--- config.mk ---
export PLATFORM = sky130hd
export DESIGN_NAME = reqCapture
export DESIGN_NICKNAME = d
export VERILOG_FILES = /design/src/hw/txMuxPkg.sv /design/src/hw/reqCapture.sv
export VERILOG_INCLUDE_DIRS = /design/src /design/src/hw
export SDC_FILE = /design/constraint.sdc
export NUM_CORES = 1
export LEC_CHECK = 0
export BUFFER_PORTS_ARGS = -buffer_cell sky130_fd_sc_hd__buf_2
export CAP_MARGIN = 10
export CORE_MARGIN = 5
export CORE_UTILIZATION = 40
export CTS_CLUSTER_SIZE = 24
export DETAILED_ROUTE_END_ITERATION = 8
export HOLD_SLACK_MARGIN = 0.12
export MAX_ROUTING_LAYER = met4
export PLACE_DENSITY = 0.77
export SYNTH_ARGS = -nofsm -noshare
export SYNTH_HDL_FRONTEND = slang
export SYNTH_SLANG_ARGS = --single-unit
export TNS_END_PERCENT = 1
--- constraint.sdc ---
create_clock -name CLK -period 3.7 [get_ports CLK]
set_clock_uncertainty 0.05 [all_clocks]
set_input_delay 0.37 -clock CLK [delete_from_list [all_inputs] [get_ports CLK]]
set_output_delay 0.37 -clock CLK [all_outputs]
set_load 0.03 [all_outputs]
--- src/hw/txMuxSettings.svh ---
// Transmit multiplexer settings for channel count and field widths
`ifndef TXMUX_SETTINGS_SVH
`define TXMUX_SETTINGS_SVH

// -----------------------------------------------
// Channel side
`define TXMUX_NUM_CHNL      12
`define TXMUX_CHNL_W        4
`define TXMUX_SG_W          2   // Scatter-gather list selector
`define TXMUX_ADDR_W        64  // Byte address
`define TXMUX_LEN_W         10  // Length in 32-bit words
`define TXMUX_DATA_W        32

// -----------------------------------------------
// Tags
`define TXMUX_EXT_TAG_W     5
`define TXMUX_META_TAG_W    8

// SG selector in the upper bits, channel index below
`define TXMUX_INT_TAG_W     (`TXMUX_SG_W + `TXMUX_CHNL_W)

`endif

--- src/hw/txMuxPkg.sv ---
// Transmit multiplexer types for request payloads, header type and field widths
`default_nettype none
`include "txMuxSettings.svh"

package txMuxPkg;

    typedef logic [`TXMUX_CHNL_W-1:0] chnlT;
    typedef logic [`TXMUX_ADDR_W-1:0] addrT;
    typedef logic [`TXMUX_LEN_W-1:0]  lenT;
    typedef logic [`TXMUX_DATA_W-1:0] dataT;

    // Read request of 76 bits as carried by the read selector
    typedef struct packed {
        addrT                   addr;
        lenT                    len;
        logic [`TXMUX_SG_W-1:0] sg;
    } rdPayloadT;

    typedef struct packed {
        addrT addr;
        lenT  len;
    } wrPayloadT;  // 74 bits

    // 64-bit forms are used when any upper address bit is set
    typedef enum logic [1:0] {
        RD32 = 2'd0,
        RD64 = 2'd1,
        WR32 = 2'd2,
        WR64 = 2'd3
    } reqTypeE;

endpackage

`default_nettype wire

--- src/hw/reqCapture.sv ---
// Request capture FSM that alternates read and write candidates and holds the accepted one
`default_nettype none
`timescale 1ns/1ps
`include "txMuxSettings.svh"

module reqCapture (
    input  wire logic                          CLK,
    input  wire logic                          rstN,
    input  wire logic                          rdValid,
    input  wire txMuxPkg::chnlT                rdChnl,
    input  wire txMuxPkg::rdPayloadT           rdPayload,
    input  wire logic                          wrValid,
    input  wire txMuxPkg::chnlT                wrChnl,
    input  wire txMuxPkg::wrPayloadT           wrPayload,
    input  wire logic [`TXMUX_EXT_TAG_W-1:0]   extTag,
    input  wire logic                          extTagValid,
    input  wire logic                          rxBufSpaceAvail,
    input  wire logic                          issueTake,
    output logic [`TXMUX_NUM_CHNL-1:0]         rdAck,
    output logic [`TXMUX_NUM_CHNL-1:0]         wrAck,
    output logic [`TXMUX_INT_TAG_W-1:0]        intTag,
    output logic                               intTagValid,
    output logic                               rdReqSent,
    output logic                               capPending,
    output logic                               capIsWr,
    output txMuxPkg::chnlT                     capChnl,
    output txMuxPkg::addrT                     capAddr,
    output txMuxPkg::lenT                      capLen,
    output logic [`TXMUX_META_TAG_W-1:0]       capTag
);

    typedef enum logic [1:0] {
        RD_CHK,
        WR_CHK,
        CAP,
        REL
    } capStateE;

    capStateE state;
    logic     rdAccept;
    logic     wrAccept;
    logic     tagTaken;     // External tag latched for the held request

    // Reads need a free tag and room for the completion
    assign rdAccept   = (state == RD_CHK) && rdValid && extTagValid && rxBufSpaceAvail;
    assign wrAccept   = (state == WR_CHK) && wrValid;
    assign capPending = (state == REL) && tagTaken;

    // -----------------------------------------------
    // Capture FSM
    always_ff @(posedge CLK or negedge rstN) begin
        if (!rstN) begin
            state       <= RD_CHK;
            rdAck       <= '0;
            wrAck       <= '0;
            intTagValid <= 1'b0;
            rdReqSent   <= 1'b0;
            capIsWr     <= 1'b0;
            tagTaken    <= 1'b0;
        end else begin
            rdAck       <= '0;         // One-cycle pulses
            wrAck       <= '0;
            intTagValid <= rdAccept;
            rdReqSent   <= rdAccept;
            case (state)
                RD_CHK: begin
                    if (rdAccept) begin
                        rdAck[rdChnl] <= 1'b1;
                        capIsWr       <= 1'b0;
                        state         <= CAP;
                    end else begin
                        state <= WR_CHK;
                    end
                end
                WR_CHK: begin
                    if (wrAccept) begin
                        wrAck[wrChnl] <= 1'b1;
                        capIsWr       <= 1'b1;
                        state         <= CAP;
                    end else begin
                        state <= RD_CHK;
                    end
                end
                CAP: begin
                    tagTaken <= 1'b0;
                    state    <= REL;
                end
                default: begin         // REL
                    tagTaken <= 1'b1;
                    if (issueTake)
                        state <= capIsWr ? RD_CHK : WR_CHK;  // Other kind goes first next
                end
            endcase
        end
    end

    // -----------------------------------------------
    // Captured request
    always_ff @(posedge CLK) begin
        if (rdAccept) begin
            capChnl <= rdChnl;
            capAddr <= rdPayload.addr;
            capLen  <= rdPayload.len;
            intTag  <= {rdPayload.sg, rdChnl};
        end else if (wrAccept) begin
            capChnl <= wrChnl;
            capAddr <= wrPayload.addr;
            capLen  <= wrPayload.len;
        end
        // Tag exchange answers two cycles after the read was accepted
        if (state == REL && !tagTaken)
            capTag <= capIsWr ? '0 : {{(`TXMUX_META_TAG_W - `TXMUX_EXT_TAG_W){1'b0}}, extTag};
    end

    assert property (@(posedge CLK) disable iff (!rstN)
        !((|rdAck) && (|wrAck)));

    // At most one channel per kind
    assert property (@(posedge CLK) disable iff (!rstN)
        $onehot0(rdAck) && $onehot0(wrAck));

endmodule

`default_nettype wire

Word-level counts from Yosys, hierarchy flattened
Cells that the tools add are included.
{ "classes": {"magnitude_cmp": 4, "eq_ne": 5, "muxes": 23, "n_reduce_logical": 15} }
{ "ops": {"columns": ["op", "n"], "rows": [
  ["$mux W64", 2],
  ["$mux W12", 4],
  ["$mux W10", 2],
  ["$lt A4 B5 Y1 const B", 2],
  ["$demux W1 S4", 2],
  ["$ge A4 B1 Y1 const B", 2],
  ["$logic_and A1 B1 Y1", 8],
  ["$mux W4", 2],
  ["$mux W2", 3],
  ["$pmux W2 S3", 1],
  ["$mux W1", 5],
  ["$eq A2 B2 Y1 const B", 2],
  ["$ne A2 B2 Y1 const B", 2],
  ["$pmux W1 S2", 2],
  ["$reduce_bool A2 Y1", 2],
  ["$reduce_bool A4 Y1", 1],
  ["$reduce_and A3 Y1", 1],
  ["$eq A2 B1 Y1 const B", 1],
  ["$logic_not A2 Y1", 1],
  ["$reduce_or A2 Y1", 1],
  ["$logic_not A1 Y1", 1]
]} }
{ "totals": {"ff_bits": 121, "in_bits": 170, "output_inout_bits": 120} }

Logic depth before layout (Yosys ltp)
{ "logic_depth": {"depth_word": 6, "depth_mapped": 8} }

Least setup slack after synthesis
OpenSTA, ideal clock, no wires.
{ "synth_path": {"kind": "reg2reg", "from": "register state[0]", "to": "register capAddr[0], enable pin", "setup_ns": 0.780, "t_arrival_ns": 2.489, "required_ns": 2.870, "setup_slack_ns": 0.381, "stages_incl_launch_ff": 6, "cell_sequence": "dfrtp_1 > inv_1 > ha_1 > nand4_4 > clkbuf_1 > nand2_1"} }
{ "synth_between": {"elab_chain_cells": 5} }
{ "synth_rtl": {"columns": ["item", "line_no", "rtl"], "rows": [
  ["from (decl)", "reqCapture.sv:39", "capStateE state;"],
  ["from (signal assigned)", "reqCapture.sv:91", "state <= capIsWr ? RD_CHK : WR_CHK;"],
  ["$logic_not A2 Y1", "reqCapture.sv:45", "assign rdAccept = (state == RD_CHK) && rdValid && extTagValid && rxBufSpaceAvail;"],
  ["$logic_and A1 B1 Y1 (3 in series)", "reqCapture.sv:45", null],
  ["$reduce_bool A2 Y1 (no line) *", null, null],
  ["to (signal assigned)", "reqCapture.sv:102", "capAddr <= rdPayload.addr;"],
  ["to (signal assigned)", "reqCapture.sv:107", "capAddr <= wrPayload.addr;"],
  ["to (decl)", "reqCapture.sv:27", "output txMuxPkg::addrT capAddr,"]
]} }
Every way passes the cells marked *; elsewhere a longest branch is shown, timed or not.
A chain may end at the register's enable or synchronous reset.

Worst setup path in the final report
{ "layout_path": {"from": "register state[0]", "to": "register capAddr[12] (data pin)"} }
{ "layout_between": {"elab_chain_cells": 5} }
{ "layout_rtl": {"columns": ["item", "line_no", "rtl"], "rows": [
  ["$logic_not A2 Y1", "reqCapture.sv:45", null],
  ["$logic_and A1 B1 Y1 (3 in series)", "reqCapture.sv:45", null],
  ["$mux W64", "reqCapture.sv:100", "if (rdAccept) begin"]
]} }
Every way passes these cells.

==> impl_metrics.toml <==
[yosys]
yosys_warnings = 0
synth-xor-area-share_pct = 0
synthSimpleGateAreaFrac_pct = 24.2
synth_top_family_by_area = "simple AND/OR/NAND/NOR gates"
synth_seq_cells = 118
synth-main-ff-cell = "edfxtp_1"
synthesis.area_um2 = 4820
yosysUniqueCellTypes = 25
synthAdderAreaFrac_pct = 1.30
synth.most_common_cell = "nand2_1"
synth_commonest_cells = "nand2_1 (239), edfxtp_1 (89), dfrtp_1 (29)"
yosysSeqAreaShare_pct = 70.5
netlist.area_leader.share_pct = 55.4
synth_mux_area_share_pct = 0
netlist_instances = 444
ys_top_cells_by_area = "edfxtp_1 (55%), nand2_1 (19%), dfrtp_1 (15%), buf_4 (1.9%), nor2_1 (1.6%)"
synthArstFlopShare_pct = 24.6
synth_compound_area_share_pct = 0.960
synth_top_cell_by_area = "edfxtp_1"
synth_edf_count = 89
synth_area_per_cell_um2 = 10.9

[pwr]
ir_drop_v = 0.000381
power_leakage_nw = 3.53
power_density_nw_per_um2 = 647

[timing]
slew_violations = 0
rsz0062_at_grt = "no"
hold_viol_final = 0
finalCriticalPeriod_ns = 2.90
worst_slew_pin_slew_ns = 1.02
timing.slew.headroom_pct = 31.8
finalCritPeriodShare_pct = 78.3
finalSetupViolations = 0
tns_ns = 0
max_freq_mhz = 345
layout_setup_ws_ns = 0.804

[critical_path]
rr_worst_depth = 8
critical_path_required_ns = 3.80
setup.worst_path.class = "register to register"
crit_arrival_ns = 3.00
cp-start-kind = "register"
critPathMaxFanout = 82
cp-end-kind = "register"

[routing]
drc = 0
vias = 4163
drt_pass1_iterations = 6
drt_iter0_drc = 233
wire_per_inst_um = 15.2
wirelength_mm = 13.7
detail-route-antenna-nets = 0
viasPerCell = 4.64

[place]
port_buffers = 286
place_inst = 860
globalplace.congestion = 0.864
hpwl_mm = 10.2
pre_cts_slack_ns = 0.752

[clocking]
clock_path_buffers = 2
cts-root-buf = "clkbuf_16"
cts_resized = 0
htreeDepth = 4
clk_pin_slew_ns = 0.05
cts_setup_buffers = 0
numCtsBuffers = 17
cts_sinks = 118
cts_tree = "built"
clock_latency_ns = 0.40

[die]
core-area_um2 = 11900
pin_count = 290
die_h_um = 120
dieArea_um2 = 14400
start_util_pct = 40.5
rows = 40
die_w_um = 120

[grt]
grt.total_usage_pct = 19.4
grt_pass1_wl_mm = 20.8
grt_pass1_vias = 4044
overflow = 0
antenna_found_initial = 3
grt_max_degree = 83

[final_layout]
final_nets = 910
nFillCells = 1042
drive_gt1_share_pct = 43.2
multiInputGateArea_um2 = 1300
layout.cells.non_filler = 898
synthToLayoutAreaGrowth_pct = 44.3
final-seq-area_um2 = 3400

[job]
cap_violations = 0

[outcome]
status = "complete, no violations"

[worst_hold_path]
hold_class = "primary input to register"
hold_path_depth = 1
-- worst paths after layout --
path,from,to,slack (ns)
worst min register to register,state[1],state[1],0.54
worst min-delay path,rdChnl[2],intTag[2],0.16
worst max register to register,state[0],capAddr[12],0.80
min in group asynchronous,rstN,rdAck[4],0.47
max in group asynchronous,rstN,tagTaken,2.71
worst max-delay path,state[0],capAddr[12],0.80
-- power by group --
| part | leakage (nW) | internal (mW) | switching (mW) | total (mW) |
|---|---|---|---|---|
| Clock | 0.283 | 0.983 | 0.544 | 1.53 |
| Combinational | 2.02 | 0.310 | 0.841 | 1.15 |
| Sequential | 1.22 | 1.75 | 0.0745 | 1.82 |
| Total | 3.53 | 3.04 | 1.46 | 4.50 |
-- cells by family after synthesis --
logic type | count (synthesis)
AO/OA/AOI/OAI | 8
adder cells (fa/ha/maj) | 5
buffers and inverters | 26
flip-flops | 118
other | 1
AND/OR/NAND/NOR | 286
-- final cells by class --
type	instances	share of cell area [%]
sequential	118	48.8
clock inverter	7	0.557
tap	147	2.64
inverter	5	0.270
multi-input combinational	302	18.6
antenna	3	0.108
clock buffer	25	7.59
timing repair buffer	291	21.4
-- routing by layer --
layer  vias to the layer above  GRT usage [%]  wire, um
met4                         0           8.59       331
li1                       2031              -         -
met2                       200           31.3      6940
met3                        27           6.88      1280
met1                      1905           21.8      5120
met5                         -              -         0
-- worst max-delay path, cell delays in order, from the launching register on --
cell and delay (ns):
dfrtp_1 0.43, inv_1 0.09, ha_1 0.27, nand4_4 0.11, buf_4 0.65, inv_2 0.54, buf_12 0.34, nand2_1 0.10
nand2_1 0.06
-- metrics by stage --
step	util [%]	total power [mW]	hold WS (ns)	instance area [um^2]
floorplan	-	2.62	0.0244	4830
global placement	53.4	3.00	0.370	6360
detailed placement	53.4	3.02	0.370	6360
CTS	58.4	4.55	0.133	6950
global route	58.4	4.72	0.140	6960
finish	58.4	4.50	0.157	6960
-- layout by cell type, fill, tap and decap left out, drive strengths merged --
cell | synthesis | routed
a21oi | 4 | 4
a22o | 1 | 1
and2 | 1 | 1
buf | 13 | 288
clkbuf | 8 | 25
clkinv | 0 | 5
clkinvlp | 0 | 1
conb | 1 | 3
dfrtp | 29 | 29
diode | 0 | 3
dlygate4sd3 | 0 | 3
edfxtp | 89 | 89
ha | 5 | 5
inv | 5 | 6
nand2 | 239 | 239
nand2b | 4 | 4
nand3b | 2 | 2
nand4 | 1 | 1
nand4b | 2 | 2
nor2 | 21 | 21
nor2b | 6 | 6
nor3 | 7 | 7
nor3b | 1 | 1
o21ai | 2 | 2
o31ai | 1 | 1
or3 | 2 | 2
-- sequential cells by signal (all words and copies together), names as in the netlist --
signal     flops
capTag         5
capIsWr        1
rdAck         12
capLen        10
wrAck         12
tagTaken       1
intTag         6
state          2
capAddr       64
rdReqSent      1
capChnl        4
-- what timing repair did --
item,4_1_cts,5_1_grt
setup endpoints to repair,0,0
hold buffers,3,0
hold endpoints to repair,31,0
Power figures use the tool's default switching activity.
