==> config.mk <==
export PLATFORM = sky130hd
export DESIGN_NAME = reqSelector
export DESIGN_NICKNAME = d
export VERILOG_FILES = /design/src/hw/txMuxPkg.sv /design/src/hw/reqSelector.sv
export VERILOG_INCLUDE_DIRS = /design/src /design/src/hw
export SDC_FILE = /design/constraint.sdc
export NUM_CORES = 1
export LEC_CHECK = 0
export ABC_AREA = 1
export BUFFER_PORTS_ARGS = -buffer_cell sky130_fd_sc_hd__buf_2
export CAP_MARGIN = 0
export CORE_ASPECT_RATIO = 1.2
export CORE_MARGIN = 2
export CORE_UTILIZATION = 45
export DETAILED_ROUTE_END_ITERATION = 8
export PLACE_DENSITY_LB_ADDON = 0.12
export SLEW_MARGIN = 0
export SYNTH_ARGS = -nofsm -noshare
export SYNTH_HDL_FRONTEND = slang
export SYNTH_SLANG_ARGS = --single-unit
export TNS_END_PERCENT = 30
==> constraint.sdc <==
create_clock -name CLK -period 4.6 [get_ports CLK]
set_input_delay 0.92 -clock CLK [delete_from_list [all_inputs] [get_ports CLK]]
set_output_delay 0.92 -clock CLK [all_outputs]
set_load 0.05 [all_outputs]
==> src/hw/txMuxSettings.svh <==
// Transmit multiplexer settings for channel count and field widths
`ifndef TXMUX_SETTINGS_SVH
`define TXMUX_SETTINGS_SVH

// -----------------------------------------------
// Channel side
`define TXMUX_NUM_CHNL      12
`define TXMUX_CHNL_W        4
`define TXMUX_SG_W          2   // Scatter-gather list selector
`define TXMUX_ADDR_W        64  // Byte address
`define TXMUX_LEN_W         10  // Length in 32-bit words
`define TXMUX_DATA_W        32

// -----------------------------------------------
// Tags
`define TXMUX_EXT_TAG_W     5
`define TXMUX_META_TAG_W    8

// SG selector in the upper bits, channel index below
`define TXMUX_INT_TAG_W     (`TXMUX_SG_W + `TXMUX_CHNL_W)

`endif

==> src/hw/txMuxPkg.sv <==
// Transmit multiplexer types for request payloads, header type and field widths
`default_nettype none
`include "txMuxSettings.svh"

package txMuxPkg;

    typedef logic [`TXMUX_CHNL_W-1:0] chnlT;
    typedef logic [`TXMUX_ADDR_W-1:0] addrT;
    typedef logic [`TXMUX_LEN_W-1:0]  lenT;
    typedef logic [`TXMUX_DATA_W-1:0] dataT;

    // Read request of 76 bits as carried by the read selector
    typedef struct packed {
        addrT                   addr;
        lenT                    len;
        logic [`TXMUX_SG_W-1:0] sg;
    } rdPayloadT;

    typedef struct packed {
        addrT addr;
        lenT  len;
    } wrPayloadT;  // 74 bits

    // 64-bit forms are used when any upper address bit is set
    typedef enum logic [1:0] {
        RD32 = 2'd0,
        RD64 = 2'd1,
        WR32 = 2'd2,
        WR64 = 2'd3
    } reqTypeE;

endpackage

`default_nettype wire

==> src/hw/reqSelector.sv <==
// Round-robin request selector that registers the chosen channel and its payload
`default_nettype none
`timescale 1ns/1ps
`include "txMuxSettings.svh"

module reqSelector #(
    parameter type payloadT = logic
) (
    input  wire logic                            CLK,
    input  wire logic                            rstN,
    input  wire logic [`TXMUX_NUM_CHNL-1:0]      reqAll,
    input  wire payloadT [`TXMUX_NUM_CHNL-1:0]   payloadAll,
    output logic                                 reqValid,
    output txMuxPkg::chnlT                       reqChnl,
    output payloadT                              reqPayload
);

    localparam int NC = `TXMUX_NUM_CHNL;

    txMuxPkg::chnlT ptr;         // Search start when nothing is shown
    txMuxPkg::chnlT searchBase;
    txMuxPkg::chnlT nextChnl;
    logic           nextValid;
    logic           hold;        // Shown channel still requesting

    assign hold = reqValid && reqAll[reqChnl];

    // Once the shown channel lets go, search again just past it
    always_comb begin
        if (!reqValid)
            searchBase = ptr;
        else if (reqChnl == txMuxPkg::chnlT'(NC - 1))
            searchBase = '0;
        else
            searchBase = reqChnl + 1'b1;
    end

    // Walk downward so the channel nearest the base wins
    always_comb begin
        int idx;
        nextValid = 1'b0;
        nextChnl  = searchBase;
        for (int i = NC - 1; i >= 0; i--) begin
            idx = int'(searchBase) + i;
            if (idx >= NC)
                idx = idx - NC;
            if (reqAll[idx]) begin
                nextValid = 1'b1;
                nextChnl  = txMuxPkg::chnlT'(idx);
            end
        end
    end

    always_ff @(posedge CLK or negedge rstN) begin
        if (!rstN) begin
            ptr      <= '0;
            reqValid <= 1'b0;
            reqChnl  <= '0;
        end else if (!hold) begin
            ptr      <= searchBase;
            reqValid <= nextValid;
            reqChnl  <= nextChnl;
        end
    end

    always_ff @(posedge CLK) begin
        reqPayload <= payloadAll[hold ? reqChnl : nextChnl];  // Tracks the shown channel
    end

    // A shown channel was requesting in the cycle its choice was made
    assert property (@(posedge CLK) disable iff (!rstN)
        reqValid |-> (($past(reqAll) >> reqChnl) & 1) != 0);

endmodule

`default_nettype wire

# After elaboration in Yosys (flattened, before gate mapping)

Cells that the tools add are included.

$lt $le $gt $ge: 26
Multiplexer cells: 79
Eq/ne operators: 1
Reduce and logical (&&, ||, !) cells: 1
$add $sub $neg: 24

Operator list:

| kind                | count |
|---|---|
| $lt 32x6->1 const B | 12 |
| $mux 32             | 12 |
| $sub 5x4->6 const B | 11 |
| $mux 4              | 15 |
| $bmux 1 s4          | 14 |
| $ge 5x4->1 const B  | 11 |
| $mux 1              | 38 |
| $add 4x3->5 const B | 4 |
| $add 4x4->5 const B | 4 |
| $add 4x2->5 const B | 2 |
| $lt 4x5->1 const B  | 2 |
| $add 4x1->5 const B | 1 |
| $sub 4x4->5 const B | 1 |
| $add 4x1->4 const B | 1 |
| $eq 4x4->1 const B  | 1 |
| $ge 4x4->1 const B  | 1 |
| $logic_and 1x1->1   | 1 |

Input bits: 26
Output and inout bits: 6
Register bits: 10

# Logic depth before layout (Yosys ltp)

Depth in word-level cells: 24
Depth in mapped cells: 43

# Least setup slack after synthesis

OpenSTA, ideal clock, no wires.

Kind: register -> register
From: register reqChnl[1]
To: register reqPayload
Data required time: 4488 ps
Setup time: 112 ps
Clock period less this slack: 4477 ps
Stages on the path, launching flop included: 35
Path buffers: 1
Arrival: 4364 ps
Setup slack: 123 ps
Cell sequence: dfrtp_1 -> ha_1 -> inv_1 -> nand2_1 -> o21ai_0 -> inv_1 -> clkbuf_1 -> ha_1 -> inv_1 -> nand2_1 -> xor2_2 -> inv_1 -> ha_1 -> a21oi_1 -> nand3_1 -> o21ai_0 -> inv_1 -> nand3_1 -> nand2_1 -> nand2_2 -> o21ai_0 -> o21ai_1 -> nand3_1 -> nand2_1 -> nand2_1 -> nand2_2 -> nand3_4 -> nand2_1 -> o21ai_0 -> nand2_1 -> nand2_1 -> nand3_1 -> nand2_1 -> nand3_1 -> nand2_1

Word-level cells in the longest chain between the ends: 24
Elaborated cells on any way between the ends: 105
Those cells by class: add/sub: 24; order compare: 12; eq/ne: 1; mux: 67; reduce/logical: 1

Ends and longest elaborated chain:

| what                                       | line                                 | RTL |
|---|---|---|
| from (decl)                                | reqSelector.sv:14                    | `output txMuxPkg::chnlT reqChnl,` |
| from (signal assigned)                     | reqSelector.sv:62                    | `reqChnl <= nextChnl;` |
| $add 4x1->4 or $eq 4x4->1 (tied branches)  | reqSelector.sv:35, reqSelector.sv:32 |  |
| $mux 4 (*)                                 | reqSelector.sv:32                    | `else if (reqChnl == txMuxPkg::chnlT'(NC - 1))` |
| $mux 4 (*)                                 | reqSelector.sv:30                    | `if (!reqValid)` |
| via searchBase[1]                          | reqSelector.sv:21                    | `txMuxPkg::chnlT searchBase;` |
| $add 4x4->5                                | reqSelector.sv:44                    | `idx = int'(searchBase) + i;` |
| $sub 5x4->6 or $ge 5x4->1 (tied branches)  | reqSelector.sv:46, reqSelector.sv:45 |  |
| $mux 32                                    | reqSelector.sv:45                    | `if (idx >= NC)` |
| $bmux 1 s4                                 | reqSelector.sv:47                    | `if (reqAll[idx]) begin` |
| $mux 1 (implied by the code) (2 in series) | reqSelector.sv:47                    |  |
| $mux 4 (11 in series)                      | reqSelector.sv:47                    |  |
| $mux 4 (*)                                 | reqSelector.sv:47                    |  |
| $mux 4 (*)                                 | n/a                                  |  |
| $bmux 1 s4 (*)                             | reqSelector.sv:67                    | `reqPayload <= payloadAll[hold ? reqChnl : nextChnl];` |
| $mux 1 (*)                                 | reqSelector.sv:67                    |  |
| to (signal assigned)                       | reqSelector.sv:67                    |  |
| to (decl)                                  | reqSelector.sv:15                    | `output payloadT reqPayload` |

Mark *: on every way through the listed nets, which the timed path passes. The rest lies on a longest branch. The select of a mux whose other input is x is not followed.
A chain may end at the register's enable or synchronous reset.

# Worst setup path after layout

From: register reqChnl[1]
To: register reqPayload

Word-level cells in the longest chain between the ends: 24
Elaborated cells on any way between the ends: 105
Those cells by class: add/sub: 24; order compare: 12; eq/ne: 1; mux: 67; reduce/logical: 1

Ends and longest elaborated chain:

| what                                       | line |
|---|---|
| $add 4x1->4 or $eq 4x4->1 (tied branches)  | reqSelector.sv:35, reqSelector.sv:32 |
| $mux 4                                     | reqSelector.sv:32 |
| $mux 4                                     | reqSelector.sv:30 |
| $add 4x4->5                                | reqSelector.sv:44 |
| $sub 5x4->6 or $ge 5x4->1 (tied branches)  | reqSelector.sv:46, reqSelector.sv:45 |
| $mux 32                                    | reqSelector.sv:45 |
| $bmux 1 s4                                 | reqSelector.sv:47 |
| $mux 1 (implied by the code) (2 in series) | reqSelector.sv:47 |
| $mux 4 (12 in series)                      | reqSelector.sv:47 |
| $mux 4 (*)                                 | n/a |
| $bmux 1 s4 (*)                             | reqSelector.sv:67 |
| $mux 1 (*)                                 | reqSelector.sv:67 |

Mark *: on every way between the ends. The rest lies on a longest branch, timed or not. The select of a mux whose other input is x is not followed.

==> impl_metrics.env <==
export IMPL_die_area_um2=6860
export IMPL_core_um2=6010
export IMPL_syn_to_final_growth_pct=14.0
export IMPL_portBuffers=31
export IMPL_final_util=0.530
export IMPL_grt_max_degree=15
export IMPL_period_share=0.905
export IMPL_diodes=0
export IMPL_finalHoldViolations=0
export IMPL_start_util=0.465
export IMPL_dpl_cell_area_um2=3070
export IMPL_path_clk_slew_ns=0.05
export IMPL_outcome="finished, final reports clean"
export IMPL_grt_pass1_vias=3033
export IMPL_first_iter_violations=155
export IMPL_slowest_delay_ns=0.38
export IMPL_hold_path_class="flop to flop"
export IMPL_cp_arrival_ns=4.35
export IMPL_cts_buffers=3
export IMPL_layout_drive_gt1_share=0.191
export IMPL_ios=32
export IMPL_async_flop_share=0.900
export IMPL_avgRoutedWirePerCell_um=13.8
export IMPL_antenna_found_initial=0
export IMPL_setup_viol=0
export IMPL_overflow=0
export IMPL_vias_per_cell=5.20
export IMPL_die_h_um=90.3
export IMPL_fin_hold_ws_ns=0.511
export IMPL_fin_nets=582
export IMPL_tightest_slew_ns=0.584
export IMPL_slew_headroom=0.606
export IMPL_drv_slew=0
export IMPL_maxCapViolations=0
export IMPL_ys_top_cells_by_count="176 x nand2_1, 65 x inv_1, 57 x nand3_1"
export IMPL_synth_top_cell_area_share=0.236
export IMPL_criticalPathCategory="flop to flop"
export IMPL_cts_root_buffer="clkbuf_8"
export IMPL_place_gp_congestion=0.972
export IMPL_placementRows=31
export IMPL_synth_area_top_cells="nand2_1 24%, nand3_1 10%, ha_1 9.4%"
export IMPL_avgSynthCellArea_um2=5.66
export IMPL_dr_pass1_iters=5
export IMPL_cp_common_cell="nand2_1"
export IMPL_clock_skew_ns=0.00202
export IMPL_antenna_left=0
export IMPL_dp_hpwl_um=7180
export IMPL_ys_ff_latch=10
export IMPL_worstSkewPairLatency_ns=0.24
export IMPL_grt_usage=0.250
export IMPL_setup_tns_final_ns=0
export IMPL_cp_end_kind="flop"
export IMPL_max_freq_ghz=0.240
export IMPL_cts_sinks=10
export IMPL_synth_top_cell_by_area="nand2_1"
export IMPL_synth_nets=541
export IMPL_htreeDepth=1
export IMPL_required_ns=4.79
export IMPL_die_w_um=75.9
export IMPL_cp_start_kind="flop"
export IMPL_grt_setup_unrepaired="false"
export IMPL_period_minus_slack_ns=4.17
export IMPL_yosysUniqueCellTypes=49
export IMPL_grt_pass1_wl_um=14100
export IMPL_hold_buffers=0
export IMPL_design_area_um2=3190
export IMPL_wirelength_um=8510
export IMPL_synth_area_um2=2790
export IMPL_clk_path_buf_depth=2
export IMPL_drc=0
export IMPL_synth_cells=494
export IMPL_ys_seq_area_frac=0.0878
export IMPL_vias=3206
export IMPL_cts_tree="done"
export IMPL_ys_flop_type="dfrtp_1"
export IMPL_cpMaxStageDelayCell="dfrtp_1"
export IMPL_worstPathMaxFanout=8
export IMPL_yosysWarnings=0
export IMPL_synth_edf_count=0
export IMPL_synth_most_common_cell="nand2_1"
-- cells in the final DEF, fill, tap and decap left out, drive strengths merged, types with 2 or more instances in the layout --
| master | Yosys | routed |
|---|---|---|
| dfrtp | 9 | 9 |
| a21boi | 2 | 2 |
| inv | 75 | 75 |
| nand2 | 190 | 190 |
| a211oi | 2 | 2 |
| clkbuf | 3 | 4 |
| nor2 | 24 | 24 |
| a21oi | 26 | 26 |
| ha | 21 | 21 |
| nor3 | 3 | 3 |
| and2 | 2 | 2 |
| buf | 5 | 44 |
| o211ai | 2 | 2 |
| clkinv | 2 | 2 |
| nand3 | 62 | 62 |
| o21ai | 38 | 38 |
| xor2 | 9 | 9 |
| nand4 | 5 | 5 |
| xnor2 | 3 | 3 |
-- final cells by class --
cell class                 count  area (um2)
sequential                    10         248
multi-input combinational    399        2230
fill                         635        2830
inverter                      77         294
tap                           82         103
timing repair buffer          44         253
clock buffer                   4        55.1
-- flip-flops by register name (all words and copies together), names as in the netlist --
register	cells
reqValid	1
reqChnl	4
ptr	4
reqPayload	1
-- path summary, 6_finish.rpt --
| kind | startpoint | to | slack [ns] | cells after the start |
|---|---|---|---|---|
| setup / recovery | reqChnl[1] | reqPayload | 0.43 | 33 |
| hold / removal | ptr[2] | ptr[2] | 0.51 | 2 |
| setup reg to reg | reqChnl[1] | reqPayload | 0.43 | 33 |
| hold reg to reg | ptr[2] | ptr[2] | 0.51 | 2 |
| max in group asynchronous | rstN | reqChnl[2] | 3.89 | 1 |
| min in group asynchronous | rstN | reqChnl[0] | 0.52 | 1 |
-- metrics by stage --
| step | cells | worst slack (ns) |
|---|---|---|
| final | 616 | 0.435 |
| after global routing | 616 | 0.00263 |
| after CTS | 614 | 0.256 |
| after detailed placement | 610 | 0.292 |
| after global placement | 610 | 0.318 |
| after floorplan | 494 | 0.123 |
-- kinds of logic after synthesis --
group | share of synthesized area
flip-flops | 0.0878
buffers and inverters | 0.129
AO/OA/AOI/OAI | 0.163
multiplexers | 0.00358
adder cells (fa/ha/maj) | 0.0940
AND/OR/NAND/NOR | 0.465
XOR/XNOR | 0.0578
-- routing by layer --
| layer | track usage | share of wire | wire (um) |
|---|---|---|---|
| met5 | 0 | 0 | 0 |
| met4 | 0.0924 | 0.032 | 274 |
| met3 | 0.0140 | 0.032 | 275 |
| met2 | 0.480 | 0.51 | 4370 |
| met1 | 0.290 | 0.42 | 3590 |
-- worst max-delay path, delay by kind of cell (launching register included) --
family	cells	cell delay, ns
flops	1	0.38
compound gates	5	0.80
simple gates	19	1.47
buf+inv	5	0.53
fa+ha+maj	3	0.68
xor+xnor	1	0.24
-- repair_timing --
action | in CTS | in global routing
buffers inserted | 0 | 2
endpoints found under the setup margin | 0 | 2
resized for setup | 0 | 13
Power is left out: the tool's default activity adds up to more than one toggle a clock period on the data nets, which glitch-free logic cannot reach.
