===== src/hw/txMuxSettings.svh =====
// Transmit multiplexer settings for channel count and field widths
`ifndef TXMUX_SETTINGS_SVH
`define TXMUX_SETTINGS_SVH

// -----------------------------------------------
// Channel side
`define TXMUX_NUM_CHNL      12
`define TXMUX_CHNL_W        4
`define TXMUX_SG_W          2   // Scatter-gather list selector
`define TXMUX_ADDR_W        64  // Byte address
`define TXMUX_LEN_W         10  // Length in 32-bit words
`define TXMUX_DATA_W        32

// -----------------------------------------------
// Tags
`define TXMUX_EXT_TAG_W     5
`define TXMUX_META_TAG_W    8

// SG selector in the upper bits, channel index below
`define TXMUX_INT_TAG_W     (`TXMUX_SG_W + `TXMUX_CHNL_W)

`endif


===== src/hw/txMuxPkg.sv =====
// Transmit multiplexer types for request payloads, header type and field widths
`default_nettype none
`include "txMuxSettings.svh"

package txMuxPkg;

    typedef logic [`TXMUX_CHNL_W-1:0] chnlT;
    typedef logic [`TXMUX_ADDR_W-1:0] addrT;
    typedef logic [`TXMUX_LEN_W-1:0]  lenT;
    typedef logic [`TXMUX_DATA_W-1:0] dataT;

    // Read request of 76 bits as carried by the read selector
    typedef struct packed {
        addrT                   addr;
        lenT                    len;
        logic [`TXMUX_SG_W-1:0] sg;
    } rdPayloadT;

    typedef struct packed {
        addrT addr;
        lenT  len;
    } wrPayloadT;  // 74 bits

    // 64-bit forms are used when any upper address bit is set
    typedef enum logic [1:0] {
        RD32 = 2'd0,
        RD64 = 2'd1,
        WR32 = 2'd2,
        WR64 = 2'd3
    } reqTypeE;

endpackage

`default_nettype wire


===== src/hw/txIssue.sv =====
// Issue FSM that sends one request header and streams the write payload downstream
`default_nettype none
`timescale 1ns/1ps
`include "txMuxSettings.svh"

module txIssue (
    input  wire logic                                 CLK,
    input  wire logic                                 rstN,
    input  wire logic                                 capPending,
    input  wire logic                                 capIsWr,
    input  wire txMuxPkg::chnlT                       capChnl,
    input  wire txMuxPkg::addrT                       capAddr,
    input  wire txMuxPkg::lenT                        capLen,
    input  wire logic [`TXMUX_META_TAG_W-1:0]         capTag,
    input  wire logic                                 metaReady,
    input  wire txMuxPkg::dataT [`TXMUX_NUM_CHNL-1:0] wrData,
    output logic                                      issueTake,
    output logic [`TXMUX_NUM_CHNL-1:0]                wrDataRen,
    output logic                                      metaValid,
    output txMuxPkg::reqTypeE                         metaType,
    output txMuxPkg::addrT                            metaAddr,
    output txMuxPkg::lenT                             metaLength,
    output logic [`TXMUX_META_TAG_W-1:0]              metaTag,
    output logic                                      dataValid,
    output txMuxPkg::dataT                            data,
    output logic                                      dataStart,
    output logic                                      dataEnd
);

    typedef enum logic [1:0] {
        IDLE,
        WR,
        WAIT
    } issueStateE;

    issueStateE     state;
    txMuxPkg::lenT  beatCnt;    // Words still to fetch
    txMuxPkg::chnlT dataChnl;
    logic [1:0]     waitCnt;
    logic           is64;

    assign is64       = |capAddr[`TXMUX_ADDR_W-1:32];
    assign issueTake  = (state == IDLE) && capPending && metaReady;
    assign metaValid  = issueTake;
    assign metaType   = capIsWr ? (is64 ? txMuxPkg::WR64 : txMuxPkg::WR32)
                                : (is64 ? txMuxPkg::RD64 : txMuxPkg::RD32);
    assign metaAddr   = capAddr;
    assign metaLength = capLen;
    assign metaTag    = capTag;

    always_ff @(posedge CLK or negedge rstN) begin
        if (!rstN) begin
            state     <= IDLE;
            wrDataRen <= '0;
            waitCnt   <= '0;
            dataValid <= 1'b0;
            dataStart <= 1'b0;
            dataEnd   <= 1'b0;
        end else begin
            dataValid <= 1'b0;
            dataStart <= 1'b0;
            dataEnd   <= 1'b0;
            case (state)
                IDLE: begin
                    if (issueTake && capIsWr) begin
                        wrDataRen[capChnl] <= 1'b1;
                        state              <= WR;
                    end else if (issueTake) begin
                        waitCnt <= is64 ? 2'd2 : 2'd1;  // Longer header for 64-bit
                        state   <= WAIT;
                    end
                end
                WR: begin
                    // Lane word is registered as the beat of this fetch
                    dataValid <= 1'b1;
                    dataStart <= !dataValid;           // First WR cycle follows idle
                    dataEnd   <= (beatCnt == 1);
                    if (beatCnt == 1) begin
                        wrDataRen <= '0;
                        waitCnt   <= 2'd1;
                        state     <= WAIT;
                    end
                end
                default: begin
                    if (waitCnt == 0)
                        state <= IDLE;
                    else
                        waitCnt <= waitCnt - 1'b1;
                end
            endcase
        end
    end

    always_ff @(posedge CLK) begin
        if (issueTake) begin
            beatCnt  <= capLen;
            dataChnl <= capChnl;
        end else if (state == WR) begin
            beatCnt <= beatCnt - 1'b1;
        end
        data <= wrData[dataChnl];
    end

    assert property (@(posedge CLK) disable iff (!rstN) metaValid |-> metaReady);

    // First write beat lands two cycles after its header
    assert property (@(posedge CLK) disable iff (!rstN)
        metaValid && capIsWr |-> ##2 dataValid && dataStart);

endmodule

`default_nettype wire


===== config.mk =====
export PLATFORM = sky130hd
export DESIGN_NAME = txIssue
export DESIGN_NICKNAME = d
export VERILOG_FILES = /design/src/hw/txMuxPkg.sv /design/src/hw/txIssue.sv
export VERILOG_INCLUDE_DIRS = /design/src /design/src/hw
export SDC_FILE = /design/constraint.sdc
export NUM_CORES = 1
export LEC_CHECK = 0
export BUFFER_PORTS_ARGS = -buffer_cell sky130_fd_sc_hd__buf_4
export CAP_MARGIN = 20
export CORE_AREA = 2 2 238 240
export DETAILED_ROUTE_END_ITERATION = 10
export DIE_AREA = 0 0 240 242
export GPL_TIMING_DRIVEN = 0
export HOLD_SLACK_MARGIN = 0.1
export PLACE_DENSITY = 0.37
export SYNTH_ARGS = -nofsm -noshare
export SYNTH_HDL_FRONTEND = slang
export SYNTH_SLANG_ARGS = --single-unit

===== constraint.sdc =====
create_clock -name CLK -period 4.95 [get_ports CLK]
set_input_delay 0.2475 -clock CLK [delete_from_list [all_inputs] [get_ports CLK]]
set_output_delay 0.2475 -clock CLK [all_outputs]
set_load 0.05 [all_outputs]

**Word level (Yosys, flattened, before mapping)**

Cells that the tools add are included.

- Add/subtract/negate cells: 2
- $lt $le $gt $ge: 3
- Equal/unequal tests: 8
- Mux-type cells: 26
- Bitwise gates (word level): 1
- Reduce and logical (&&, ||, !) cells: 14

Operators by type and width:

| cell | count |
|---|---|
| 32-bit binary-select mux with 4-bit select | 1 |
| 32-bit 2-to-1 mux | 1 |
| 32-bit OR reduction | 1 |
| 12-bit 2-to-1 mux | 2 |
| 12-bit case mux with 2 select lines | 1 |
| 10-bit 2-to-1 mux | 2 |
| 2-bit 2-to-1 mux | 10 |
| 12-bit bitwise OR | 1 |
| 10-bit by 1-bit == test with 1-bit output (second input constant) | 1 |
| 4-bit by 5-bit less-than comparator with 1-bit output (second input constant) | 2 |
| 10-bit by 1-bit subtractor with 10-bit output (second input constant) | 1 |
| 2-bit case mux with 2 select lines | 2 |
| 1-bit 2-to-1 mux | 6 |
| 2-bit != test (second input constant) | 3 |
| 3-bit by 2-bit != test with 1-bit output (second input constant) | 2 |
| 3-bit AND reduction | 2 |
| 1-bit demux with 4-bit select | 1 |
| 4-bit by 1-bit greater-or-equal comparator with 1-bit output (second input constant) | 1 |
| 1-bit logical AND | 4 |
| 2-bit zero test | 2 |
| 4-bit AND reduction | 1 |
| 2-bit nonzero test | 2 |
| 3-bit nonzero test | 1 |
| 2-bit by 1-bit == test with 1-bit output (second input constant) | 1 |
| other kinds (3) | 3 |

- Flip-flop bits (word level): 65
- Input port bits: 475
- Logic and storage cells: 63

**Longest topological paths before layout**

Gate-level depths: netlist of the first run.

- Depth in word-level cells: 7
- Gate-level depth with buffers: 7

**Worst setup path before layout of the first run**

OpenSTA, ideal clock, no wires.

- Path kind: register to register
- From: register beatCnt[0]
- To: register beatCnt[8], data pin
- Setup time: 255 ps
- Arrival: 1595 ps
- Path slack: 3100 ps
- Cell stages (with the launch flop): 8
- Path through: edfxtp_1 inv_1 ha_1 or3b_1 or2_4 nor4_2 xnor2_1 o21ai_2

- Longest elaborated chain between the ends: 3

Ends and longest elaborated chain:

| what | RTL line | source |
|---|---|---|
| from (decl) | txIssue.sv:37 | `txMuxPkg::lenT beatCnt;` |
| from (signal assigned) | txIssue.sv:96 | `beatCnt <= capLen;` |
| from (signal assigned) | txIssue.sv:99 | `beatCnt <= beatCnt - 1'b1;` |
| 10-bit by 1-bit subtractor with 10-bit output | txIssue.sv:99 |  |
| 10-bit 2-to-1 mux | txIssue.sv:98 | `end else if (state == WR) begin` |
| 10-bit 2-to-1 mux | txIssue.sv:95 | `if (issueTake) begin` |

No other way between the ends. The select of a mux whose other input is x is not followed.
A chain may end at the register's enable or synchronous reset.

**Final worst setup path of the first run**

- From: register state[1]
- To: output metaValid

- Longest elaborated chain between the ends: 3

Ends and longest elaborated chain:

| what | RTL line | source |
|---|---|---|
| from (decl) | txIssue.sv:36 | `issueStateE state;` |
| from (signal assigned) | txIssue.sv:53 | `state <= IDLE;` |
| from (signal assigned) | txIssue.sv:67 | `state <= WR;` |
| from (signal assigned) | txIssue.sv:70 | `state <= WAIT;` |
| 2-bit zero test | txIssue.sv:43 | `assign issueTake = (state == IDLE) && capPending && metaReady;` |
| 1-bit logical AND (2 in a row) | txIssue.sv:43 |  |
| to (decl) | txIssue.sv:19 | `output logic metaValid,` |

No other way between the ends.

==> flow_metrics.env, run 1 <==
export IMPL_grt_use_total_pct=12.34
export IMPL_drive_above_1_share_pct=74.16
export IMPL_finalWirelength_um=37220
export IMPL_root_buffer="clkbuf_16"
export IMPL_p_total_mw=3.375
export IMPL_worstPathRequired_ns=4.70
export IMPL_yosysWarnings=0
export IMPL_cp_end_kind="output pin"
export IMPL_globalplace_congestion=0.8692
export IMPL_synth_edf_count=14
export IMPL_synth_nets=969
export IMPL_holdWs_ns=0.1386
export IMPL_dr_total_vias=6526
export IMPL_clock_latency_ns=0.37
export IMPL_synthMostInstantiatedCell="mux4_2"
export IMPL_die_h_um=242
export IMPL_wl_per_cell_um=20.27
export IMPL_firstDrtPassIters=4
export IMPL_grt_pass1_wl_um=49970
export IMPL_io_buffers=567
export IMPL_pin_count=608
export IMPL_slew_limit_headroom_pct=37.48
export IMPL_grt_remaining_overflow=0
export IMPL_worst_pin_slew_ns=0.9378
export IMPL_startpoint_type="flop"
export IMPL_start_util_pct=10.49
export IMPL_synthTopCellsByArea="mux4_2 (37%), buf_4 (11%), dfxtp_1 (11%)"
export IMPL_ir_drop_mv=0.2063
export IMPL_run_status="finished, final reports clean"
export IMPL_synth_area_mm2=0.005848
export IMPL_grt_pass1_vias=6903
export IMPL_ctsResizeCount=0
export IMPL_fin_nets=1549
export IMPL_setup_ws_ns=2.552
export IMPL_postSynthCellCount=491
export IMPL_drc=0
export IMPL_hold_violations=0
export IMPL_clkTransAtPathRegs_ns=0.07
export IMPL_synth_area_per_cell_um2=11.91
export IMPL_fp_row_count=87
export IMPL_cp_arrival_ns=2.15
export IMPL_htree_num_levels=3
export IMPL_dpl_hpwl_um=32040
export IMPL_hp_class="input port to flop"
export IMPL_grt_max_degree=20
export IMPL_setup_viol=0
export IMPL_timing_final_crit_share_pct=48.45
export IMPL_routed_via_density=3.554
export IMPL_cts_sink_count=65
export IMPL_tns_ns=0
export IMPL_maxCapViolations=0
export IMPL_yosysUniqueCellTypes=43
export IMPL_synthFlopType="dfxtp_1"
export IMPL_core_area_mm2=0.05573
export IMPL_pre_cts_ws_ns=2.494
export IMPL_synthTopCellsByCount="mux4_2 (96), buf_4 (89), inv_1 (38), o22ai_1 (33)"
export IMPL_p_per_area_mw_per_mm2=295.3
export IMPL_dieWidth_um=240
export IMPL_post_route_util_pct=20.50
export IMPL_clock_path_buffers=2
export IMPL_synthArstFlopShare_pct=29.23
export IMPL_synth_yosys_seq_area_share_pct=26.27
export IMPL_synth_seq_cells=65
export IMPL_fillers=6193
export IMPL_drt_iter0_drc=236
export IMPL_leakage_nw=5.347
export IMPL_cts_buffers=9
export IMPL_synth_top_cell_area_share_pct=36.97
export IMPL_path_class="flop to output pin"
export IMPL_max_freq_mhz=417.0
export IMPL_worstPathMaxFanout=15
export IMPL_slew_violations=0
export IMPL_finClkSkew_ns=0.01005
export IMPL_cts_tree="yes"
export IMPL_grt_setup_unrepaired="false"
export IMPL_fin_crit_ns=2.398
export IMPL_syn_to_final_growth_pct=95.40
export IMPL_ant_nets=0
export IMPL_die_area_mm2=0.05808
export IMPL_grt_antenna_before_repair=7
export IMPL_synth_top_area_cell="mux4_2"
[critical path, stage by stage (launching register included)]
cell and delay, ns:
dfrtp_1 0.45, nor2_2 0.18, nand3_2 0.19, inv_2 0.22, buf_2 0.36, buf_4 0.17, buf_4 0.20
[cells in the final DEF, fill, tap and decap left out, types with 2 or more instances in the layout]
cell type    n
nand2b_1     4
dfxtp_1     32
clkbuf_1    14
nand4_1      2
o22ai_1     33
dfrtp_1     19
a31oi_1      6
xor2_1       2
o21ai_0      7
inv_1       38
nor2b_1      2
xnor2_1      5
clkbuf_16    9
bufinv_16    2
ha_1         3
nor4_2       2
nor2_1      24
buf_6        3
diode_2      4
buf_4      656
mux4_2      96
edfxtp_1    14
mux2i_1     32
buf_2       12
nor4_1       8
a21oi_1     12
nand2_1     13
[worst paths after layout]
| check | startpoint | to | slack, ns | cells after the start |
|---|---|---|---|---|
| max | state[1]$_DFFE_PN0P_ | metaValid | 2.55 | 6 |
| min | capChnl[0] | dataChnl[0]$_DFFE_PP_ | 0.14 | 1 |
| max reg2reg | dataChnl[1]$_DFFE_PP_ | data[3]$_DFF_P_ | 2.57 | 6 |
| min reg2reg | dataValid$_DFF_PN0_ | dataStart$_DFF_PN0_ | 0.43 | 1 |
| max in group asynchronous | rstN | dataStart$_DFF_PN0_ | 4.44 | 2 |
| min in group asynchronous | rstN | wrDataRen[6]$_DFFE_PN0P_ | 0.29 | 2 |
[power breakdown]
| group | internal (mW) | total (mW) | switching, mW |
|---|---|---|---|
| clock | 0.457 | 0.764 | 0.306 |
| combinational | 0.777 | 1.77 | 0.997 |
| sequential | 0.731 | 0.837 | 0.106 |
[metrics by stage]
stage,instance area [um2],std cells
global route,11420,1835
finish,11430,1836
CTS,11420,1832
global placement,11050,1814
detailed placement,11080,1815
floorplan,5848,491
[repair_timing]
action | in CTS | in global routing
buffers inserted | 0 | 0
hold buffers | 1 | 0
hold endpoints to repair | 19 | 0
[final cells by class]
cell class | instances | area, um2 | share of cell area, %
clock buffers | 10 | 239.0 | 2.091
plain buffers | 120 | 823.3 | 7.205
clock inverters | 6 | 90.09 | 0.7884
diodes | 4 | 10.01 | 0.08759
repair buffers | 569 | 4294 | 37.58
flip-flops and latches | 65 | 1536 | 13.45
multi-input cells | 267 | 3342 | 29.25
well taps | 756 | 945.9 | 8.278
inverters | 39 | 146.4 | 1.281
[kinds of logic after synthesis]
| group | share of synthesized area [%] |
|---|---|
| muxes | 42.45 |
| AOI/OAI and AO/OA | 6.611 |
| adders and majority gates | 0.6419 |
| xor gates and xnor gates | 1.048 |
| and+or+nand+nor | 6.397 |
| DFF | 26.27 |
| buffers and inverters | 16.58 |
[routing by layer]
layer	vias to the layer above	GRT usage [%]	routed length (um)
met5	-	0	13
met4	2	3.690	609
met3	27	3.179	2987
met2	368	21.00	18180
met1	3153	15.19	15420
li1	2976	-	-
[registers in the layout, indices dropped and copies added, names as in the netlist]
| signal | cells |
|---|---|
| data | 32 |
| wrDataRen | 12 |
| beatCnt | 10 |
| dataChnl | 4 |
| state | 2 |
| waitCnt | 2 |
| dataEnd | 1 |
| dataStart | 1 |
| dataValid | 1 |
No activity file was read; power rests on OpenSTA's default activity.
==> inputs of run 2 (changes only) <==
CORE_AREA = 2 2 237 239   (was 2 2 238 240)
DIE_AREA = 0 0 239 241   (was 0 0 240 242)
PLACE_DENSITY = 0.38   (was 0.37)
clock period = 1.95 ns   (was 4.95 ns; I/O delays follow)
==> run 2 against run 1 <==
Compared with the run above: count of clock-buffer cells in the layout shrank 1; utilization grew 0.71 points; largest cell class unchanged; total power grew to 2.5 times the previous value; final cell count shrank 2.0%; critical path depth grew 1; largest power group unchanged; critical path type is now flop to flop; die area shrank 0.83%; flip-flop and latch count is the same.
==> flow_metrics.env, run 2 (synthesis gave the netlist of run 1 again) <==
export IMPL_fillers=6054
export IMPL_pin_count=608
export IMPL_root_buffer="clkbuf_16"
export IMPL_drc=0
export IMPL_final_cells=1800
export IMPL_globalplace_congestion=0.7549
export IMPL_fp_row_count=86
export IMPL_setup_viol=0
export IMPL_dr_total_vias=6653
export IMPL_r2r_cells=7
export IMPL_grt_antenna_before_repair=8
export IMPL_mostFrequentLayoutCells="buf_4 (661), mux4_2 (96), inv_1 (35)"
export IMPL_core_area_mm2=0.05488
export IMPL_clkTransAtPathRegs_ns=0.07
export IMPL_fin_nets=1566
export IMPL_maxCapViolations=0
export IMPL_dpl_hpwl_um=33420
export IMPL_cp_end_kind="flop"
export IMPL_reg_largest_list="data x32, wrDataRen x12, beatCnt x10"
export IMPL_routed_via_density=3.696
export IMPL_clock_latency_ns=0.37
export IMPL_post_route_util_pct=21.21
export IMPL_startpoint_type="flop"
export IMPL_cts_tree="yes"
export IMPL_largest_reg_flops=32
export IMPL_drt_iter0_drc=190
export IMPL_cp_arrival_ns=2.04
export IMPL_firstDrtPassIters=4
export IMPL_pre_cts_ws_ns=-0.5238
export IMPL_worstReg2RegEnd="beatCnt[8]$_DFFE_PP_"
export IMPL_p_per_area_mw_per_mm2=729.3
export IMPL_run_status="finished, final reports clean"
export IMPL_slew_violations=0
export IMPL_path_class="flop to flop"
export IMPL_grt_pass1_vias=7001
export IMPL_fin_crit_ns=1.909
export IMPL_worstPathRequired_ns=2.08
export IMPL_start_util_pct=10.66
export IMPL_place_inst=1762
export IMPL_hold_violations=0
export IMPL_leakage_nw=5.435
export IMPL_drive_above_1_share_pct=75.39
export IMPL_grt_remaining_overflow=0
export IMPL_grt_max_degree=20
export IMPL_max_freq_mhz=523.8
export IMPL_p_total_mw=8.488
export IMPL_grt_use_total_pct=12.63
export IMPL_finalWirelength_um=38610
export IMPL_finClkSkew_ns=0.007990
export IMPL_syn_to_final_growth_pct=99.02
export IMPL_die_area_mm2=0.05760
export IMPL_clock_path_buffers=2
export IMPL_cts_buffers=9
export IMPL_slew_limit_headroom_pct=38.19
export IMPL_reg2reg_slack_ns=0.04
export IMPL_reg2reg_from="beatCnt[1]$_DFFE_PP_"
export IMPL_ant_nets=0
export IMPL_seqCellArea_mm2=0.001538
export IMPL_setup_ws_ns=0.04079
export IMPL_ir_drop_mv=0.4609
export IMPL_timing_final_crit_share_pct=97.91
export IMPL_layout_commonest_cell="buf_4"
export IMPL_hp_class="input port to asynchronous set/reset pin"
export IMPL_die_h_um=241
export IMPL_wl_per_cell_um=21.45
export IMPL_grt_pass1_wl_um=50110
export IMPL_dieWidth_um=239
export IMPL_largest_register="data"
export IMPL_worstPathMaxFanout=3
export IMPL_worst_pin_slew_ns=0.9272
export IMPL_htree_num_levels=3
export IMPL_cts_sink_count=65
export IMPL_io_buffers=567
export IMPL_multi_input_area_mm2=0.003412
export IMPL_grt_setup_unrepaired="true"
==> run 2: power by group <==
part	leakage [nW]	total (mW)	internal [mW]	switching [mW]
registers	0.647	2.13	1.86	0.270
clock network	0.136	1.68	0.871	0.807
logic	4.65	4.68	2.09	2.59
==> run 2: critical path, cell delays in order, from the launching register on <==
cell and delay, ns:
edfxtp_1 0.40, inv_2 0.07, ha_2 0.17, or3b_4 0.38, or2_4 0.27, nor4_4 0.15, xnor2_1 0.16, o21ai_2 0.06
==> run 2: layer usage <==
layer | routed length [um] | part of all wire, % | track usage (%) | up-vias
met1 | 14450 | 37 | 14.07 | 3241
li1 | - | - | - | 3003
met2 | 20230 | 52 | 23.26 | 367
met5 | 54 | 0.14 | 0 | -
met3 | 3465 | 9.0 | 4.312 | 34
met4 | 413 | 1.1 | 2.538 | 8
==> run 2: how the worst max path moves through the flow <==
stage	start	to	slack [ns]	cells after the start
global route	beatCnt[0]$_DFFE_PP_	beatCnt[8]$_DFFE_PP_	-0.06	7
detailed placement	dataChnl[1]$_DFFE_PP_	data[0]$_DFF_P_	-0.52	5
CTS	beatCnt[1]$_DFFE_PP_	beatCnt[8]$_DFFE_PP_	0.0008	7
floorplan	beatCnt[0]$_DFFE_PP_	beatCnt[8]$_DFFE_PP_	0.1	7
finish	beatCnt[1]$_DFFE_PP_	beatCnt[8]$_DFFE_PP_	0.04	7
global placement	dataChnl[1]$_DFFE_PP_	data[0]$_DFF_P_	-0.48	5
==> run 2: area by class of cell <==
cell class                      instances  share of cell area, %
Inverter                               39                  1.322
Timing Repair Buffer                  586                  38.14
Clock buffer                            9                  1.935
Buffer                                120                  7.977
Sequential cell                        65                  13.21
Antenna cell                            3                0.06450
Clock inverter                          7                 0.4623
Tap cell                              704                  7.568
Multi-Input combinational cell        267                  29.32
==> run 2: per-stage QoR <==
step                TNS, ns  instance area [um2]  hold slack (ns)
finish                    0                11640           0.1409
detailed placement   -8.422                10990       -0.0005804
global route        -0.4027                11630           0.1543
floorplan                 0                 5848          -0.1981
CTS                       0                11560           0.1131
global placement     -6.910                10990        -0.003262
==> run 2: timing repair <==
action	4_1_cts	5_1_grt
pin swaps	1	4
gates resized for setup	38	21
setup endpoints to repair	46	13
buffers inserted	2	1
hold buffers	16	0
endpoints found under the hold margin	37	0
